`config.mk`:
```
export PLATFORM = sky130hd
export DESIGN_NAME = redmule_engine
export DESIGN_NICKNAME = d
export VERILOG_FILES = /design/src/design/redmule_pkg.sv /design/src/design/redmule_engine.sv
export SDC_FILE = /design/constraint.sdc
export NUM_CORES = 2
export LEC_CHECK = 0
export CORE_ASPECT_RATIO = 1.2
export CORE_UTILIZATION = 41
export CTS_BUF_LIST = sky130_fd_sc_hd__clkbuf_8
export DETAILED_ROUTE_END_ITERATION = 8
export DONT_BUFFER_PORTS = 1
export MAX_ROUTING_LAYER = met4
export PLACE_DENSITY = 0.67
export RECOVER_POWER = 100
export SLEW_MARGIN = 20
export SYNTH_ARGS = -nofsm -noshare
export SYNTH_HDL_FRONTEND = slang
export SYNTH_SLANG_ARGS = --single-unit
```
`constraint.sdc`:
```
create_clock -name clk_i -period 10.4 [get_ports clk_i]
set_input_delay 1.04 -clock clk_i [delete_from_list [all_inputs] [get_ports clk_i]]
set_output_delay 1.04 -clock clk_i [all_outputs]
set_load 0.005 [all_outputs]
```
`src/design/redmule_pkg.sv`:
```
package redmule_pkg;

  // Width of one matrix element and of every accumulation result
  localparam int unsigned ELEM_W = 16;

  // Width of the column count and the column counters
  localparam int unsigned COUNT_W = 8;

  // Job sequencing states of the scheduler
  typedef enum logic [1:0] {
    SCHED_IDLE,
    SCHED_LOAD_X,
    SCHED_COMPUTE,
    SCHED_DRAIN
  } sched_state_e;

endpackage : redmule_pkg

```
`src/design/redmule_engine.sv`:
```
`timescale 1ns/10ps

module redmule_engine #(
  parameter int unsigned Width       = 4,
  parameter int unsigned Height      = 4,
  parameter int unsigned NumPipeRegs = 2
)(
  input  logic                                              clk_i,
  input  logic                                              reset_i,
  input  logic                                              issue_i,
  input  logic [Width-1:0][Height-1:0][redmule_pkg::ELEM_W-1:0] x_tile_i,
  input  logic [Height-1:0][redmule_pkg::ELEM_W-1:0]        w_col_i,
  input  logic [Width-1:0][redmule_pkg::ELEM_W-1:0]         y_col_i,
  output logic                                              z_push_o,
  output logic [Width-1:0][redmule_pkg::ELEM_W-1:0]         z_col_o
);

  logic [Width-1:0][redmule_pkg::ELEM_W-1:0]                 mac_d;
  logic [NumPipeRegs:0][Width-1:0][redmule_pkg::ELEM_W-1:0]  stage_data_q;
  logic [NumPipeRegs:0]                                      stage_valid_q;

  // One dot product per row, seeded with the Y bias
  // Sums wrap at ELEM_W bits
  always_comb begin
    logic [redmule_pkg::ELEM_W-1:0] acc;
    for (int r = 0; r < Width; r++) begin
      acc = y_col_i[r];
      for (int h = 0; h < Height; h++) begin
        acc = acc + x_tile_i[r][h] * w_col_i[h];
      end
      mac_d[r] = acc;
    end
  end

  // Valid chain, each stage may carry its own column
  always_ff @(posedge clk_i) begin
    if (reset_i) begin
      stage_valid_q <= '0;
    end else begin
      stage_valid_q[0] <= issue_i;
      for (int i = 1; i <= NumPipeRegs; i++) begin
        stage_valid_q[i] <= stage_valid_q[i-1];
      end
    end
  end

  always_ff @(posedge clk_i) begin
    if (issue_i) begin
      stage_data_q[0] <= mac_d;
    end
    for (int i = 1; i <= NumPipeRegs; i++) begin
      stage_data_q[i] <= stage_data_q[i-1];
    end
  end

  assign z_push_o = stage_valid_q[NumPipeRegs];
  assign z_col_o  = stage_data_q[NumPipeRegs];

endmodule : redmule_engine

```
**Word-level counts from Yosys, hierarchy flattened**

Cells that the tools add are included.

- Register bits after elaboration: 195
- Input port bits: 387
- Word-level logic and storage cells: 45

- $add $sub $neg: 16
- Multipliers: 16

Operators with widths:

| kind | count |
|---|---|
| adder 16 bit | 16 |
| multiplier 16 x 16 -> 16 bit | 16 |

**Logic depth before layout (Yosys ltp)**

- Word-level depth: 5
- Mapped depth: 31
- Gate-level depth less buffers: 29

**Worst setup path before layout**

Ideal clock, no wire load.

- Path kind: in2reg
- Start: in w_col_i[51] (netlist bit)
- End: reg stage_data_q[47] (netlist bit) (data pin)
- Data arrival time: 7993 ps
- Data required time: 10139 ps
- Slack: 2145 ps
- Cell stages on the path: 29
- Buffers on the path: 3
- Cell sequence: buf_2 clkbuf_1 clkbuf_1 nand2_1 fa_1 inv_1 fa_1 fa_1 inv_1 fa_1 inv_1 fa_1 inv_1 fa_1 inv_1 fa_1 fa_1 inv_1 fa_1 fa_1 xnor2_1 xnor2_1 xnor2_1 xnor2_1 xnor2_1 xnor2_1 xnor2_1 xnor2_1 xnor2_1

RTL lines:

| what | RTL line | RTL |
|---|---|---|
| start, declared | redmule_engine.sv:12 | `input logic [Height-1:0][redmule_pkg::ELEM_W-1:0] w_col_i,` |
| end signal, assigned by index | redmule_engine.sv:52 | `stage_data_q[i] <= stage_data_q[i-1];` |
| end, declared | redmule_engine.sv:19 | `logic [NumPipeRegs:0][Width-1:0][redmule_pkg::ELEM_W-1:0] stage_data_q;` |

==> run summary <==
initial antenna violation count: 28
RSZ-0062 raised after global routing: no
Final setup viols: 0
Final Wtd Congestion: 1.01
status: complete, no violations
clock sinks: 195
Rows: 168
total wire length after detailed routing: 251,000 um
Final nets: 10,300
global route overflow: 0
Filler cells: 17,300
synthesis-to-finish area growth: 2.06%
worst skew pair latency: 710 ps
Final Max Slew Viols: 0
Synth Register Bits: 195
GRT Total Usage: 29.8%
register area: 4540 sq um
Period minus WS final: 8810 ps
Post-Syn Area: 72,500 sq um
slowest library cell on the worst path: xnor2_1
cells after synthesis: 7,897
CTS Root Cell: clkbuf_8
Synth Area in XOR/XNOR: 6.70%
die area: 178,000 sq um
CP max FO: 48
post-CTS sizing: 0
CP top delay family: adder cells
Critical Path Sink Type: flip-flop
Hold/Removal Path Class: flip-flop to flip-flop
share of cells above drive strength 1: 0.611%
hold_buf cts: 0
ANT nets after route: 0
Remaining DRCs: 0
synth top area cells: fa_1, ha_1, inv_1
area leader, netlist: fa_1
CP bufs+invs: 5
Critical Path RT: 10,760 ps
max_slew headroom: 34.9%
post-synth net total: 10,600
post-synth top area share: 44.8%
total core area: 175,000 sq um
Compound-Gate Fraction of Synth Area: 0.742%
dpl hpwl: 210,000 um
vias in the first global route: 56,600
multi-input logic area: 58,300 sq um
max_cap viols: 0
setup TNS: 0 ps
area share of fa/ha/maj cells after synthesis: 57.5%
chip width: 386 um
CTS tree: done
Synth Warn #: 0
crit-path max cell delay: 780 ps
Synth cell types: 35
initial core utilization: 41.4%
Synth Area in Simple Gates: 15.5%
Seq/Total Area, Yosys: 6.27%
Die Y-Extent: 463 um
total number of vias: 50,400
Final Hold Fails: 0
Syn Area/Cell: 9.18 sq um
Tightest Pin Transition: 969 ps
drt pass-1 iters: 6
crit start category: input pin
multiplexer area fraction after synthesis: 0%
WS Path Type: input pin to flip-flop
number of port buffers: 0
fin crit share: 84.7%
CTS HTree Levels: 4
DR WL/cell: 25.5 um
max frequency: 114 MHz
Post-CTS Setup Repair Bufs: 0
cts bufs inserted: 17
global-route wire length before repair: 368,000 um
Final Skew: 87.3 ps
most frequent CP cell: fa_1
Hold WS: 254 ps
Clk pin slew, worst setup/hold paths: 200 ps
DR iter-0 viols: 3,422
CP Data Arrival Time: 9170 ps
Vias/cell: 5.10
I/O pin cnt: 452
main combinational cell family by area after synthesis: adder cells
final core utilization: 42.2%
largest net degree at the start of global routing: 66
Max clock buf depth: 2
[synthesized netlist by cell type, drive strengths merged]
library cell,instances
o41ai,4
buf,119
o31ai,1
a21oi,20
a2111oi,1
o311a,3
xnor2,464
dfxtp,131
fa,1620
nand2,1100
edfxtp,64
a21o,5
and2,1097
o21ai,35
nor2b,15
a311oi,3
clkbuf,279
nor2,32
inv,2063
o21bai,1
nand2b,4
o21a,4
a21boi,8
ha,740
xor2,84
[logic make-up (layout without fill, tap and decap cells)]
group	after synthesis	in the layout
other cells	0	41
compound gates	85	85
fa+ha+maj	2360	2360
flops	195	195
xor+xnor	548	548
buf+inv	2461	2095
simple gates	2248	2248
[flip-flops by register name, summed over array words and instances, names as in the netlist]
| name | flops |
|---|---|
| stage_data_q | 128 |
| stage_valid_q | 3 |
| z_col_o | 64 |
[cell type report]
type                       count  area share, %
tap                         2295           3.88
antenna                       41          0.139
multi-input combinational   5241           78.9
clock buffer                  18          0.335
sequential                   195           6.14
inverter                    2063           10.5
clock inverter                14          0.169
[metrics by stage]
| step | cells | worst slack [ps] | cell area (sq um) |
|---|---|---|---|
| final | 9867 | 1590 | 74000 |
| after global routing | 9850 | 1560 | 73900 |
| after CTS | 9826 | 1770 | 73900 |
| after detailed placement | 9794 | 1070 | 73500 |
| after global placement | 9794 | 1100 | 73500 |
| after floorplan | 7897 | 2150 | 72500 |
[path summary, 6_finish.rpt]
check	end	slack, ps	cells past startpoint	from
worst min register to register	stage_data_q[87]$_DFF_P_	250	0	stage_data_q[23]$_DFFE_PP_
worst min-delay path	stage_data_q[87]$_DFF_P_	250	0	stage_data_q[23]$_DFFE_PP_
worst max register to register	stage_data_q[127]$_DFF_P_	9510	0	stage_data_q[63]$_DFFE_PP_
worst max-delay path	stage_data_q[47]$_DFFE_PP_	1590	25	w_col_i[52]
[routing by layer]
layer | routed length (um) | part of all wire [%] | vias to the layer above | global-route usage [%]
li1 | - | - | 21500 | -
met5 | 0 | 0 | - | -
met3 | 21600 | 8.6 | 624 | 7.48
met1 | 82300 | 33 | 26200 | 30.2
met2 | 125000 | 50 | 2042 | 49.6
met4 | 22700 | 9.0 | 0 | 21.3
[layout by cell type (no fill, tap or decap), types with 6 or more instances in the layout]
cell and instances:
and2_1 1073, o21ai_1 6, ha_1 740, xor2_1 84, dfxtp_1 131, nand2_2 6, xnor2_2 7, inv_1 2066
xnor2_1 457, fa_1 1620, a21oi_1 18, and2_0 23, o21ai_0 29, nand2_1 1094, nor2_1 32, edfxtp_1 64
diode_2 41, a21boi_0 8, nor2b_1 15, clkbuf_8 18
Power is not shown: default switching activity piles up to over one toggle a cycle in this logic, so the estimate is an artifact.
