$ cat src/design/redmule_pkg.sv
package redmule_pkg;

  // Width of one matrix element and of every accumulation result
  localparam int unsigned ELEM_W = 16;

  // Width of the column count and the column counters
  localparam int unsigned COUNT_W = 8;

  // Job sequencing states of the scheduler
  typedef enum logic [1:0] {
    SCHED_IDLE,
    SCHED_LOAD_X,
    SCHED_COMPUTE,
    SCHED_DRAIN
  } sched_state_e;

endpackage : redmule_pkg

$ cat src/design/redmule_scheduler.sv
`timescale 1ns/10ps

module redmule_scheduler #(
  parameter int unsigned Width      = 4,
  parameter int unsigned ZFifoDepth = 4
)(
  input  logic                            clk_i,
  input  logic                            reset_i,
  input  logic                            start_i,
  input  logic [redmule_pkg::COUNT_W-1:0] n_cols_i,
  input  logic                            x_valid_i,
  input  logic                            x_full_i,
  input  logic                            w_valid_i,
  input  logic                            y_valid_i,
  input  logic                            z_pop_i,
  output logic                            x_load_o,
  output logic                            issue_o,
  output logic                            busy_o,
  output logic                            done_o
);

  localparam int unsigned RowCntW = $clog2(Width + 1);
  localparam int unsigned CreditW = $clog2(ZFifoDepth + 1);

  redmule_pkg::sched_state_e state_q, state_d;

  logic [redmule_pkg::COUNT_W-1:0] n_cols_q;
  logic [redmule_pkg::COUNT_W-1:0] issued_q;
  logic [redmule_pkg::COUNT_W-1:0] popped_q;
  logic [RowCntW-1:0]              x_rows_q;
  logic [CreditW-1:0]              credits_q;
  logic                            start_ok;
  logic                            cols_left;
  logic                            last_issue;
  logic                            all_popped;

  // Start is only honoured between jobs
  assign start_ok = start_i && (state_q == redmule_pkg::SCHED_IDLE);

  // Never ask for more rows than one tile holds
  assign x_load_o = (state_q == redmule_pkg::SCHED_LOAD_X) && x_valid_i &&
                    (x_rows_q != RowCntW'(Width));

  assign cols_left = (issued_q != n_cols_q);

  // A pair is taken only when both halves are there and the Z FIFO has room
  assign issue_o = (state_q == redmule_pkg::SCHED_COMPUTE) && cols_left &&
                   (credits_q != '0) && w_valid_i && y_valid_i;

  assign last_issue = issue_o && (issued_q == n_cols_q - redmule_pkg::COUNT_W'(1));
  assign all_popped = (popped_q == n_cols_q);

  assign busy_o = (state_q != redmule_pkg::SCHED_IDLE);
  assign done_o = (state_q == redmule_pkg::SCHED_DRAIN) && all_popped;

  always_comb begin
    state_d = state_q;
    case (state_q)
      redmule_pkg::SCHED_IDLE: begin
        if (start_i) begin
          state_d = redmule_pkg::SCHED_LOAD_X;
        end
      end
      redmule_pkg::SCHED_LOAD_X: begin
        if (x_full_i) begin
          state_d = redmule_pkg::SCHED_COMPUTE;
        end
      end
      redmule_pkg::SCHED_COMPUTE: begin
        if (last_issue) begin
          state_d = redmule_pkg::SCHED_DRAIN;
        end
      end
      redmule_pkg::SCHED_DRAIN: begin
        // Wait for the last Z column to leave the FIFO
        if (all_popped) begin
          state_d = redmule_pkg::SCHED_IDLE;
        end
      end
      default: begin
        state_d = redmule_pkg::SCHED_IDLE;
      end
    endcase
  end

  always_ff @(posedge clk_i) begin
    if (reset_i) begin
      state_q  <= redmule_pkg::SCHED_IDLE;
      n_cols_q <= '0;
      issued_q <= '0;
      popped_q <= '0;
      x_rows_q <= '0;
    end else begin
      state_q <= state_d;
      if (start_ok) begin
        n_cols_q <= n_cols_i;
        issued_q <= '0;
        popped_q <= '0;
        x_rows_q <= '0;
      end else begin
        if (x_load_o) begin
          x_rows_q <= x_rows_q + RowCntW'(1);
        end
        if (issue_o) begin
          issued_q <= issued_q + redmule_pkg::COUNT_W'(1);
        end
        if (z_pop_i) begin
          popped_q <= popped_q + redmule_pkg::COUNT_W'(1);
        end
      end
    end
  end

  // One credit per free Z FIFO entry
  always_ff @(posedge clk_i) begin
    if (reset_i) begin
      credits_q <= CreditW'(ZFifoDepth);
    end else if (issue_o && !z_pop_i) begin
      credits_q <= credits_q - CreditW'(1);
    end else if (z_pop_i && !issue_o) begin
      credits_q <= credits_q + CreditW'(1);
    end
  end

endmodule : redmule_scheduler

$ cat config.mk
export PLATFORM = sky130hd
export DESIGN_NAME = redmule_scheduler
export DESIGN_NICKNAME = d
export VERILOG_FILES = /design/src/design/redmule_pkg.sv /design/src/design/redmule_scheduler.sv
export SDC_FILE = /design/constraint.sdc
export NUM_CORES = 1
export LEC_CHECK = 0
export ABC_CLOCK_PERIOD_IN_PS = 3300
export BUFFER_PORTS_ARGS = -buffer_cell sky130_fd_sc_hd__buf_2
export CORE_AREA = 2 2 67 69
export CTS_BUF_LIST = sky130_fd_sc_hd__clkbuf_2 sky130_fd_sc_hd__clkbuf_4 sky130_fd_sc_hd__clkbuf_8
export DETAILED_ROUTE_END_ITERATION = 8
export DIE_AREA = 0 0 69 71
export GPL_TIMING_DRIVEN = 0
export SYNTH_ARGS = -nofsm -noshare
export SYNTH_HDL_FRONTEND = slang
export SYNTH_SLANG_ARGS = --single-unit
$ cat constraint.sdc
create_clock -name clk_i -period 3.3 [get_ports clk_i]
set_input_delay 0.825 -clock clk_i [delete_from_list [all_inputs] [get_ports clk_i]]
set_output_delay 0.825 -clock clk_i [all_outputs]
set_load 0.01 [all_outputs]
### Word level (Yosys, flattened, before mapping)

Cells that the tools add are included.

| word-level totals | value |
|---|---|
| flip-flop bits (word level) | 32 |
| output and inout port bits | 4 |
| word-level logic and storage cells | 49 |

| operators by class | value |
|---|---|
| add/subtract/negate cells | 6 |
| equality and inequality tests | 11 |
| mux-type cells | 7 |
| reduce and logical (&&, ||, !) cells | 19 |

Operators with widths:

| operator | number |
|---|---|
| $add 8x1->8 const B | 2 |
| $eq 8x8->1 | 2 |
| $logic_and 1x1->1 | 11 |
| $mux 2 | 4 |
| $ne 2x2->1 const B | 4 |
| $ne 8x8->1 | 1 |
| $pmux 2 s4 | 1 |
| $sub 8x1->8 const B | 1 |
| $add 3x1->3 const B | 2 |
| $mux 3 | 2 |
| $eq 2x2->1 const B | 2 |
| $reduce_and 4->1 | 1 |
| $reduce_bool 2->1 | 2 |
| $ne 3x3->1 const B | 1 |
| $reduce_bool 3->1 | 1 |
| $sub 3x1->3 const B | 1 |
| $eq 2x1->1 const B | 1 |
| $logic_not 1->1 | 2 |
| $logic_not 2->1 | 1 |
| $reduce_or 2->1 | 1 |

### Depth between registers and ports, before layout

| depth | value |
|---|---|
| depth in word-level cells | 9 |
| depth in mapped cells | 10 |

### Least setup slack after synthesis

No wires, ideal clock.

| timing path | value |
|---|---|
| path kind | input -> register |
| start point | input port y_valid_i |
| end point | register credits_q[2] |
| arrival | 2.487 ns |
| path slack | 0.751 ns |
| cell stages on the path | 8 |
| path buffers | 0 |
| cell sequence | nand4_1 > a21oi_2 > ha_1 > inv_1 > fa_1 > xor2_1 > or3_1 > nand3_1 |

| on the way | value |
|---|---|
| word-level cells in the longest chain between the ends | 4 |
| elaborated cells between the ends (all ways) | 6 |

Ends and longest elaborated chain:

| what | line | source |
|---|---|---|
| start, declared | redmule_scheduler.sv:14 | `input logic y_valid_i,` |
| $logic_and 1x1->1 (*) | redmule_scheduler.sv:48 | `(credits_q != '0) && w_valid_i && y_valid_i;` |
| named net issue_o | redmule_scheduler.sv:17 | `output logic issue_o,` |
| $logic_not 1->1 | redmule_scheduler.sv:120 | `end else if (z_pop_i && !issue_o) begin` |
| $logic_and 1x1->1 | redmule_scheduler.sv:120 |  |
| $reduce_bool 2->1 (no line) | n/a |  |
| end signal, assigned | redmule_scheduler.sv:117 | `credits_q <= CreditW'(ZFifoDepth);` |
| end signal, assigned | redmule_scheduler.sv:119 | `credits_q <= credits_q - CreditW'(1);` |
| end signal, assigned | redmule_scheduler.sv:121 | `credits_q <= credits_q + CreditW'(1);` |
| end, declared | redmule_scheduler.sv:31 | `logic [CreditW-1:0] credits_q;` |

The timed path passes the listed nets; every way through them passes the cells marked *.
A chain may end at the register's enable or synchronous reset.

### Worst setup path in the final report

| timing path | value |
|---|---|
| start point | register n_cols_q[3] in the netlist's numbering |
| end point | output port issue_o |

| on the way | value |
|---|---|
| word-level cells in the longest chain between the ends | 5 |

Ends and longest elaborated chain:

| what | line | source |
|---|---|---|
| start, declared | redmule_scheduler.sv:27 | `logic [redmule_pkg::COUNT_W-1:0] n_cols_q;` |
| start signal, assigned | redmule_scheduler.sv:96 | `n_cols_q <= n_cols_i;` |
| $ne 8x8->1 | redmule_scheduler.sv:44 | `assign cols_left = (issued_q != n_cols_q);` |
| $logic_and 1x1->1 (2 in series) | redmule_scheduler.sv:47 | `assign issue_o = (state_q == redmule_pkg::SCHED_COMPUTE) && cols_left &&` |
| $logic_and 1x1->1 (2 in series) | redmule_scheduler.sv:48 |  |
| end, declared | redmule_scheduler.sv:17 |  |

Every way passes these cells.

==> impl_metrics.tcl <==
set metrics [dict create \
    run_status "finished clean" \
    fp.coreArea_um2 4200 \
    critical_path.max_stage_delay_ps 480 \
    cp-start-kind "register" \
    floorplan.initialDensity_pct 43.7 \
    post_cts_hold_buffer_count 0 \
    initial_antenna_violation_count 0 \
    setup.worst_path.end_class "output pin" \
    first_pass_grt_wire_length_mm 6.62 \
    setup_viol 0 \
    fraction_of_synthesized_cell_area_taken_by_the_top_area_cell_type_pct 34.9 \
    yosysSeqAreaShare_pct 34.9 \
    postSynth.asyncResetShare_pct 0 \
    yosys-top-cells-count "32 x dfxtp_1, 30 x xor2_1, 21 x nor2_1, 20 x nand2_1, 15 x inv_1" \
    ctsLongestPathBuffers 2 \
    worst_hold_slack_ps 500 \
    number_of_enable_type_register_cells_in_the_synthesized_netlist 0 \
    area.growth.synth_to_final_pct 13.5 \
    p_leak_nw 0.916 \
    fill_cells 426 \
    dr.pass1.iters 4 \
    worst_path_buf_inv 2 \
    design.die.area_um2 4900 \
    worstPathCellList "clkbuf_1, xor2_1, nor4_1, a21oi_2, buf_2" \
    route.detailed.wl_per_inst_um 12.2 \
    dp_hpwl_mm 2.79 \
    floorplan.io_pins 20 \
    synth-warning-count 0 \
    timing.setup.tns_ps 0 \
    max-cap-violations 0 \
    post-route-drc-count 0 \
    crit_arrival_ps 1940 \
    worst_path_max_delay_cell "a21oi_2" \
    max_transition_margin_pct 62.9 \
    clock-sinks 32 \
    tritoncts "done" \
    grt_util_all_layers_pct 16.8 \
    clk_latency_ps 280 \
    ys_seq_elements 32 \
    detailroute.via_count 1484 \
    worst_hold_path_type "reg -> reg" \
    post-synth-top-count-cell "dfxtp_1" \
    cts-root-buf "clkbuf_8" \
    setup.worst_path.class "reg -> out" \
    yosys.cell_types.count 38 \
    postSynthAreaPerCell_um2 8.47 \
    yosys-top-cells-area "dfxtp_1 35%, xor2_1 14%, ha_1 6.8%" \
    cts.repair.resized 0 \
    total_gr_overflow 0 \
    final_util_pct 49.6 \
    die_y_um 71 \
    min_period_ps 2760 \
    rsz0062_at_grt "no" \
    ys.flop_type "dfxtp_1" \
    diodes 0 \
    timing.final.crit_share_pct 83.7 \
    final.setup_skew_ps 5.13 \
    io_buffers 17 \
    antenna_violating_nets_post_route 0 \
    first_global_vias 1452 \
    synthCells 217 \
    count_of_endpoints_failing_hold_in_the_final_timing_report 0 \
    post-synth-top-area-cell "dfxtp_1" \
    post_cts.repair.setup_buffers 0 \
    mappedNetlistArea_um2 1840 \
    power_density_nw_per_um2 596 \
    pin_count_of_the_biggest_net_entering_global_routing 12 \
    via_per_inst 5.05 \
    max_slew_violation_count 0 \
    postSynthNetCount 244 \
    cts.reportedPaths.clkPinSlew_ps 60 \
    layout-drive-gt1-share_pct 13.2 \
    fmax_mhz 362 \
    num-nets-final 268 \
    routed_wl_mm 3.59 \
    ir_worst_vdd_v 0.000300 \
    initialDrtViolationCount 34 \
    placement_rows 24 \
    timing_worst_slew_pin_value_ps 556 \
    die_x_um 69 \
    weighted_congestion_reported_at_the_end_of_routability_driven_placement 0.822 \
    path_delay_family "buffers and inverters" \
    dpl_ws_ps 480 \
    cts-htree-levels 2 \
    cts-buffers-inserted 5 \
    worst-endpoint-required_ps 2470 \
    fin_ws_ps 537 \
    maximum_fanout_encountered_on_the_critical_timing_path 11 \
]
## cells in the final DEF, fill, tap and decap left out, types with 6 or more instances in the layout
cell type / synthesis / layout
dfxtp_1: 32 / 32
xor2_1: 30 / 30
nor2_1: 21 / 21
nand2_1: 20 / 20
buf_2: 0 / 17
inv_1: 15 / 15
a21oi_1: 13 / 13
nand3_1: 10 / 10
ha_1: 10 / 10
nand4_1: 8 / 8
clkbuf_1: 7 / 7
xnor2_1: 6 / 6
clkbuf_8: 0 / 6
## routing by layer
| metal | vias to the layer above | GRT usage, % | share of wire (%) |
|---|---|---|---|
| li1 | 779 | - | - |
| met4 | 0 | 6.54 | 1.7 |
| met1 | 681 | 23.1 | 52 |
| met5 | - | 0 | 0 |
| met3 | 6 | 4.27 | 2.8 |
| met2 | 18 | 25.2 | 43 |
## area by class of cell
type                       count  area, um^2  area share [%]
buffer                         9        41.3            1.98
clock buffer                   8        97.6            4.68
multi-input combinational    161        1100            52.7
sequential                    32         641            30.7
tap                           52        65.1            3.12
timing repair buffer          17        85.1            4.08
inverter                      15        56.3            2.70
## stage by stage
stage | power [mW] | instances | instance area, um^2
2_1_floorplan | 0.831 | 217 | 1840
3_3_place_gp | 0.928 | 286 | 1990
3_5_place_dp | 0.935 | 286 | 1990
4_1_cts | 1.26 | 294 | 2090
5_1_grt | 1.35 | 294 | 2090
6_report | 1.24 | 294 | 2090
## path summary, 6_finish.rpt
check | from | end | slack (ps) | cells after the start
worst min register to register | state_q[1] | state_q[1] | 500 | 2
worst max register to register | n_cols_q[3] | credits_q[2] | 570 | 10
worst max-delay path | n_cols_q[3] | issue_o | 540 | 5
worst min-delay path | state_q[1] | state_q[1] | 500 | 2
## sequential cells by signal (all words and copies together), names as in the netlist
signal     flops
issued_q       8
n_cols_q       8
popped_q       8
credits_q      3
x_rows_q       3
state_q        2
## power by group
group | total [mW] | leakage (nW) | switching, mW | internal (mW)
logic | 0.445 | 0.604 | 0.249 | 0.196
registers | 0.477 | 0.260 | 0.0488 | 0.428
clock network | 0.320 | 0.0523 | 0.134 | 0.186
total | 1.24 | 0.916 | 0.432 | 0.810
## cells by family (layout without fill, tap and decap cells)
logic type                 count (synthesis)  after routing  share of synthesized area (%)
AOI/OAI and AO/OA                         28             28                           10.1
xor gates and xnor gates                  36             36                           17.2
adders and majority gates                 11             11                           7.90
buffers and inverters                     24             49                           5.31
DFF                                       32             32                           34.9
muxes                                      4              4                           2.18
and+or+nand+nor                           82             82                           22.5
## worst reg2reg max path: stages (launching register included)
cell and delay, ps:
dfxtp_1 300, clkbuf_1 280, xor2_1 250, nor4_1 100, a21oi_2 480, ha_1 290, inv_1 60, fa_1 380
xor2_1 160, or3_1 300, nand3_1 80
(Power assumes the default switching activity.)
