`config.mk`:
```
export PLATFORM = sky130hd
export DESIGN_NAME = redmule_x_buffer
export DESIGN_NICKNAME = d
export VERILOG_FILES = /design/src/design/redmule_pkg.sv /design/src/design/redmule_x_buffer.sv
export SDC_FILE = /design/constraint.sdc
export NUM_CORES = 1
export LEC_CHECK = 0
export BUFFER_PORTS_ARGS = -buffer_cell sky130_fd_sc_hd__buf_4
export CAP_MARGIN = 10
export CORE_ASPECT_RATIO = 0.9
export CORE_MARGIN = 3
export CORE_UTILIZATION = 50
export CTS_BUF_LIST = sky130_fd_sc_hd__clkbuf_8
export DETAILED_ROUTE_END_ITERATION = 10
export MAX_ROUTING_LAYER = met4
export PLACE_DENSITY = 0.95
export SYNTH_ARGS = -nofsm -noshare
export SYNTH_HDL_FRONTEND = slang
export SYNTH_SLANG_ARGS = --single-unit
```
`constraint.sdc`:
```
create_clock -name clk_i -period 5.8 [get_ports clk_i]
set_clock_uncertainty 0.05 [all_clocks]
set_input_delay 0.29 -clock clk_i [delete_from_list [all_inputs] [get_ports clk_i]]
set_output_delay 0.29 -clock clk_i [all_outputs]
set_load 0.02 [all_outputs]
```
`src/design/redmule_pkg.sv`:
```
package redmule_pkg;

  // Width of one matrix element and of every accumulation result
  localparam int unsigned ELEM_W = 16;

  // Width of the column count and the column counters
  localparam int unsigned COUNT_W = 8;

  // Job sequencing states of the scheduler
  typedef enum logic [1:0] {
    SCHED_IDLE,
    SCHED_LOAD_X,
    SCHED_COMPUTE,
    SCHED_DRAIN
  } sched_state_e;

endpackage : redmule_pkg

```
`src/design/redmule_x_buffer.sv`:
```
`timescale 1ns/10ps

module redmule_x_buffer #(
  parameter int unsigned Width  = 4,
  parameter int unsigned Height = 4
)(
  input  logic                                              clk_i,
  input  logic                                              reset_i,
  input  logic                                              start_i,
  input  logic                                              load_i,
  input  logic [Height-1:0][redmule_pkg::ELEM_W-1:0]        row_i,
  output logic [Width-1:0][Height-1:0][redmule_pkg::ELEM_W-1:0] x_tile_o,
  output logic                                              full_o
);

  localparam int unsigned RowCntW = $clog2(Width + 1);

  logic [RowCntW-1:0]                                  row_cnt_q;
  logic [Width-1:0][Height-1:0][redmule_pkg::ELEM_W-1:0] tile_q;
  logic                                                write_row;

  assign full_o    = (row_cnt_q == RowCntW'(Width));
  assign write_row = load_i && !full_o;

  // A new job restarts the row count once the previous tile is complete
  always_ff @(posedge clk_i) begin
    if (reset_i) begin
      row_cnt_q <= '0;
    end else if (start_i && full_o) begin
      row_cnt_q <= '0;
    end else if (write_row) begin
      row_cnt_q <= row_cnt_q + RowCntW'(1);
    end
  end

  // Rows land in the cycle they are accepted
  always_ff @(posedge clk_i) begin
    if (write_row) begin
      tile_q[row_cnt_q] <= row_i;
    end
  end

  assign x_tile_o = tile_q;

endmodule : redmule_x_buffer

```
# Word-level counts from Yosys, hierarchy flattened
# Index checks and enable logic that the tools add are counted.
op_classes:
  addsub: 1
  n_lt_le_gt_ge: 2
  n_eq_ne: 1
  muxes: 3
  n_reduce_logical: 5
ops:
  columns: ["operator", "count"]
  rows:
  - ["256-bit bitwise mux", 1]
  - ["64-bit demux with 2-bit select", 1]
  - ["64-bit two-way mux", 1]
  - ["3-bit by 1-bit adder with 3-bit output, second input constant", 1]
  - ["3-bit equality test, second input constant", 1]
  - ["3-bit by 1-bit >= comparator with 1-bit output, second input constant", 1]
  - ["1-bit logical AND", 3]
  - ["3-bit < comparator, second input constant", 1]
  - ["2-bit OR reduction", 1]
  - ["1-bit zero test", 1]
word_totals:
  ff_bits: 259
  inputBits: 68
  output_inout_bits: 257
  word_cells: 29

# Depth between registers and ports, before layout
# Gate-level depths: netlist (run 1).
depth:
  depth_word: 5
  ltp_mapped: 5

# Worst setup path after synthesis (run 1)
# Ideal clock, no wire load.
synth_path:
  path_kind: "register to register"
  startpoint: "reg row_cnt_q[0]"
  endpoint: "reg tile_q (netlist bit x_tile_o[192]) (enable)"
  setup_ns: 0.429
  t_arrival_ns: 2.350
  required_time_ns: 5.321
  setup_slack_ns: 2.971
  path_stages_with_launch: 5
  n_path_buf: 0
  period_less_slack_ns: 2.829
  path_cell_list: "dfxtp_1 inv_1 ha_1 nand2_1 and3_1"
synth_via:
  elab_chain_cells: 3
synth_lines:
  columns: ["item", "line_no", "text"]
  rows:
  - ["start: declaration", "redmule_x_buffer.sv:18", "logic [RowCntW-1:0] row_cnt_q;"]
  - ["start signal: assignment", "redmule_x_buffer.sv:32", "row_cnt_q <= row_cnt_q + RowCntW'(1);"]
  - ["3-bit equality test", "redmule_x_buffer.sv:22", "assign full_o = (row_cnt_q == RowCntW'(Width));"]
  - ["1-bit zero test", "redmule_x_buffer.sv:23", "assign write_row = load_i && !full_o;"]
  - ["1-bit logical AND", "redmule_x_buffer.sv:23", null]
  - ["end signal: indexed assignment", "redmule_x_buffer.sv:39", "tile_q[row_cnt_q] <= row_i;"]
  - ["end: declaration", "redmule_x_buffer.sv:19", "logic [Width-1:0][Height-1:0][redmule_pkg::ELEM_W-1:0] tile_q;"]
# Every way passes these cells.
# A chain may end at the register's enable or synchronous reset.

# Final worst setup path (run 1)
layout_path:
  startpoint: "reg row_cnt_q[0]"
  endpoint: "reg tile_q (netlist bit x_tile_o[204]) (enable)"
# The elaborated chain is that of the path after synthesis.

==> results.md, run 1 <==
- Outcome: finished, final reports clean
- IO buf count: 324
- Final slew viol count: 0
- Setup slack, reg-to-reg: 3.16 ns
- GRT Total Usage: 0.242
- Post-CTS Setup Inserts: 0
- Multiplexer area fraction after synthesis: 0
- Per-cell routed wire length: 21.9 um
- Area Overhead vs Synth: 51.2%
- Most common cell in the netlist: edfxtp_1
- Sequential element share of the synthesized area: 0.977
- Ys Warns: 0
- Clock transition at path regs: 0.06 ns
- Highest clock rate: 378 MHz
- Design area: 12000 sq um
- Critical Path AT: 2.73 ns
- Ports: 325
- Clk Latency, worst-skew pair: 0.50 ns
- GRT Max-Usage Layer: met2
- Avg Inst Size Synth: 27.6 sq um
- Clock sinks: 259
- HP Start: load_i
- Placed Instances: 817
- Setup violators final: 0
- Min Clock Period, post-route: 2.64 ns
- Largest fanout on the critical path: 33
- Synth top cells by count: edfxtp_1, ha_1, nand3_1
- Worst stage delay on the critical path: 0.71 ns
- Hold Crit Endpoint: row_cnt_q[0]
- Dominant cells by area after synthesis: edfxtp_1, ha_1, dfxtp_1
- Yosys top cell area share: 0.969
- DR pass1 iterations: 5
- Largest family of logic cells by synthesized area: simple AND/OR/NAND/NOR gates
- Post-Synthesis Cells: 287
- Initial antenna violation count: 0
- Worst r2r dst: x_tile_o[204]
- RSZ-0062 raised after global routing: no
- Top_reg_cell synth: edfxtp_1
- WP data required: 5.89 ns
- DIE AREA: 17400 sq um
- Crit path kind: reg2reg
- CTS tree: done
- Largest net degree at the start of global routing: 65
- Syn nets: 360
- XOR/XNOR Fraction of Synth Area: 0
- Clock buffer depth: 3
- Mapped Area: 7930 sq um
- Post-DP Area: 10700 sq um
- Final cell count without fillers: 952
- Pwr/cell area: 317 nW/um^2
- Hpwl dp: 13.2 mm
- Starting Density: 0.512
- Simple-gate portion of the synthesized area: 0.0101
- Final worst-path cycle share: 0.456
- Critical path's top delay family: simple AND/OR/NAND/NOR gates
- Post-synth EDFFs: 256
- Via count: 4653
- Worst Tran Pin Value: 0.924 ns
- Grt ovf: 0
- Worst Setup Start Kind: register
- Final Util: 0.774
- Vias in the first global route: 5052
- H-tree levels: 2
- Met3 layer usage reported by global route: 0.0742
- Core area: 15500 sq um
- Leak: 4.74 nW
- Diode count: 0
- Row Count: 43
- Met2 Use GR: 0.426
- Worst R2R Path Depth: 5
- Max_cap viols: 0
- RePlAce Congestion: 0.841
- Final ANT Viol Nets: 0
- Worst min-delay path class: in2reg
- Vias per std cell: 4.89
- Die Wd: 139 um
- Yosys top cell by area: edfxtp_1
- Final #Nets: 794
- Global-route wire length before repair: 30.8 mm
- Hold WS: 0.0737 ns
- #FFs+latches synth: 259
- Met1 Resource Use GR: 0.267
- Worst Setup End Kind: register
- Root Buffer Master: clkbuf_8
- CP bufs+invs: 2
- Cell variety after synth: 15
- VDD IR max: 0.232 mV
- RR Startpoint: row_cnt_q[0]
- Num CTS Buffers: 39
- Crit path max-delay cell type: and3_2
- Initial DRC Count: 282
- Setup TNS Final: 0 ns
- Share of layout cells above drive strength 1: 0.504
- Final WL: 20.8 mm
- Async set-or-reset flop fraction in the synthesized netlist: 0
- WHS Path Cells: 3
- Vert. Die Dim: 125 um
- # DRC: 0
- Adder-Cell Fraction of Synth Area: 0.00789
- CP Cell Sequence: inv_1, ha_1, nand2_1, and3_2, buf_4
- Synth Area in Compound Gates: 0.00316
- Max-slew headroom: 0.384
- Hold Violations, Final: 0
-- where the power goes --
group          switching (mW)  total (mW)  internal, mW
sequential             0.0244        2.17          2.14
clock                   0.639        1.31         0.667
combinational           0.188       0.325         0.136
-- repair_timing --
item / in CTS / in global routing
resized for setup: 0 / 0
hold endpoints to repair: 259 / 0
hold buffers: 65 / 0
-- routing by layer --
layer	up-vias	part of all wire
li1	2029	-
met1	2283	0.35
met2	291	0.54
met3	50	0.083
met4	0	0.027
met5	-	0
-- cells in the final DEF, fill, tap and decap left out, drive strengths merged, types with 2 or more instances in the layout --
cell type      n
buf          328
edfxtp       256
dlygate4sd3   65
clkbuf        42
inv           20
clkinv        11
nand3          5
ha             5
and2           3
dfxtp          3
nand2          2
a21oi          2
-- flip-flops by register name, summed over array words and instances (netlist names) --
name       flops
row_cnt_q      3
x_tile_o     256
-- tightest hold or removal path: cells and delay by family --
kind / cells / cell delay [ns]
compound gates: 1 / 0.06
simple gates: 1 / 0.09
buf+inv: 1 / 0.14
-- worst max-delay path by stage --
stage | depth (start not counted) | from | to
2_1_floorplan | 4 | row_cnt_q[0] | x_tile_o[192]
3_3_place_gp | 5 | row_cnt_q[0] | x_tile_o[208]
3_5_place_dp | 5 | row_cnt_q[0] | x_tile_o[204]
4_1_cts | 5 | row_cnt_q[0] | x_tile_o[229]
5_1_grt | 5 | row_cnt_q[0] | x_tile_o[251]
6_report | 5 | row_cnt_q[0] | x_tile_o[204]
-- cells by family (layout without fill, tap and decap cells) --
family                     Yosys count  after routing
AOI/OAI and AO/OA                    4              4
adders and majority gates            5              5
buffers and inverters                4            467
DFF                                259            259
and+or+nand+nor                     15             15
-- area by class of cell --
| type | count | area (sq um) |
|---|---|---|
| flip-flops and latches | 259 | 7750 |
| multi-input cells | 24 | 173 |
| repair buffers | 393 | 3110 |
| fillers | 787 | 3500 |
| clock buffers | 42 | 578 |
| clock inverters | 28 | 113 |
| well taps | 202 | 253 |
| inverters | 4 | 15.0 |
-- per-stage QoR --
step           power [mW]  worst slack [ns]
2_1_floorplan        2.32              2.97
3_3_place_gp         2.48              3.34
3_5_place_dp         2.49              3.17
4_1_cts              3.80              3.16
5_1_grt              3.94              2.98
6_report             3.80              3.16
No activity file was read; power rests on OpenSTA's default activity.
==> inputs of run 2 (changes only) <==
--- a/config.mk
+++ b/config.mk
@@ -9,11 +9,11 @@
 export CAP_MARGIN = 10
 export CORE_ASPECT_RATIO = 0.9
 export CORE_MARGIN = 3
-export CORE_UTILIZATION = 50
+export CORE_UTILIZATION = 45
 export CTS_BUF_LIST = sky130_fd_sc_hd__clkbuf_8
 export DETAILED_ROUTE_END_ITERATION = 10
 export MAX_ROUTING_LAYER = met4
-export PLACE_DENSITY = 0.95
+export PLACE_DENSITY = 0.9
 export SYNTH_ARGS = -nofsm -noshare
 export SYNTH_HDL_FRONTEND = slang
 export SYNTH_SLANG_ARGS = --single-unit
==> constraint.sdc (replaced) <==
create_clock -name clk_i -period 2.2 [get_ports clk_i]
set_clock_uncertainty 0.05 [all_clocks]
set_input_delay 0.11 -clock clk_i [delete_from_list [all_inputs] [get_ports clk_i]]
set_output_delay 0.11 -clock clk_i [all_outputs]
set_load 0.02 [all_outputs]
==> results.md, run 2 (same netlist as run 1, synthesis figures left out) <==
- GRT Total Usage: 0.212
- Power Total: 10.4 mW
- Critical Path AT: 2.02 ns
- Max_cap viols: 0
- Crit path max-delay cell type: dfxtp_1
- Outcome: finished, final reports clean
- Initial DRC Count: 260
- Worst stage delay on the critical path: 0.39 ns
- Largest fanout on the critical path: 24
- Global-route wire length before repair: 30.4 mm
- Worst Setup End Kind: register
- RePlAce Congestion: 0.777
- # DRC: 0
- Placed Instances: 854
- Diode count: 0
- VDD IR max: 0.589 mV
- CP Cell Sequence: inv_1, ha_1, nand2_1, and3_2, buf_4
- Leading cell type in the layout, fill and taps excluded: buf_4
- Clock buffer depth: 3
- Hold Violations, Final: 0
- Worst Setup Start Kind: register
- Setup ws final: 0.299 ns
- Final cell count without fillers: 994
- Post-place setup slack: 0.328 ns
- Core area: 17100 sq um
- Row Count: 45
- Highest clock rate: 526 MHz
- Final #Nets: 802
- RSZ-0062 raised after global routing: no
- Clk Latency, worst-skew pair: 0.50 ns
- Min Clock Period, post-route: 1.90 ns
- Root Buffer Master: clkbuf_8
- Clock sinks: 259
- Max-slew headroom: 0.673
- CTS tree: done
- Share of layout cells above drive strength 1: 0.511
- Pwr/cell area: 849 nW/um^2
- Vias in the first global route: 5121
- DIE AREA: 19300 sq um
- Largest register FFs: 256
- Per-cell routed wire length: 20.6 um
- Die Wd: 146 um
- Area Overhead vs Synth: 54.4%
- Setup TNS Final: 0 ns
- Hpwl dp: 13.0 mm
- Final WL: 20.5 mm
- Leak: 4.82 nW
- Commonest non-fill, non-tap cells in the layout: buf_4, edfxtp_1, dlygate4sd3_1
- Grt ovf: 0
- Clock transition at path regs: 0.07 ns
- Largest net degree at the start of global routing: 49
- Final slew viol count: 0
- Final worst-path cycle share: 0.864
- Via count: 4661
- Ports: 325
- Worst min-delay path class: in2reg
- Initial antenna violation count: 0
- WP data required: 2.32 ns
- Fill count: 963
- Vias per std cell: 4.69
- IO buf count: 324
- Crit path kind: reg2reg
- Worst Tran Pin Value: 0.491 ns
- Num CTS Buffers: 39
- DR pass1 iterations: 4
- Starting Density: 0.465
- Final ANT Viol Nets: 0
- Vert. Die Dim: 132 um
- H-tree levels: 2
- Setup violators final: 0
## run 2: cell types whose count changed in the layout (fill, tap and decap cells not counted)
cell,change
buf_12,+5
inv_1,-5
clkinv_2,+4
dlygate4sd3_1,+4
bufinv_16,+3
buf_4,-1
clkbuf_8,-1
## run 2: power by group
| group | internal, mW | total, mW | switching (mW) |
|---|---|---|---|
| logic | 0.383 | 0.883 | 0.500 |
| clock network | 2.09 | 3.80 | 1.71 |
| registers | 5.65 | 5.71 | 0.0615 |
## run 2: path summary, 6_finish.rpt
check / depth (start not counted) / slack (ns) / end / start
worst min-delay path: 2 / 0.31 / x_tile_o[67] / row_i[3]
worst max-delay path: 5 / 0.30 / x_tile_o[228] / row_cnt_q[0]
worst max register to register: 5 / 0.30 / x_tile_o[228] / row_cnt_q[0]
worst min register to register: 2 / 0.61 / row_cnt_q[2] / row_cnt_q[2]
## run 2: per-layer routing
layer  vias to the layer above  share of wire  global-route usage
met3                        39          0.071              0.0567
met4                         0          0.023              0.0712
met5                         -              0                   -
li1                       2047              -                   -
met1                      2310           0.36               0.234
met2                       265           0.54               0.376
## run 2: stage by stage
| stage | hold slack (ns) | utilization | cell area (sq um) |
|---|---|---|---|
| floorplan | 0.129 | - | 7940 |
| global placement | 0.235 | 0.632 | 10800 |
| detailed placement | 0.239 | 0.632 | 10800 |
| CTS | 0.260 | 0.718 | 12200 |
| global route | 0.274 | 0.718 | 12200 |
| finish | 0.307 | 0.718 | 12200 |
## run 2: cell type report
| cell class | instances | area [sq um] | share of cell area |
|---|---|---|---|
| clock buffers | 41 | 564 | 0.0461 |
| well taps | 235 | 294 | 0.0240 |
| clock inverters | 30 | 204 | 0.0167 |
| flip-flops and latches | 259 | 7750 | 0.633 |
| repair buffers | 401 | 3250 | 0.265 |
| inverters | 4 | 15.0 | 0.00123 |
| multi-input cells | 24 | 173 | 0.0141 |
## run 2: critical path, delay by kind of cell, from the launching register on
family                     cells  cell delay (ns)
buffers and inverters          2             0.42
adders and majority gates      1             0.26
DFF                            1             0.39
and+or+nand+nor                2             0.41
## run 2: repair_timing
action | in CTS | in global routing
endpoints found under the hold margin | 259 | 0
hold buffers | 69 | 0
buffers inserted | 0 | 0
gates resized for setup | 0 | 0
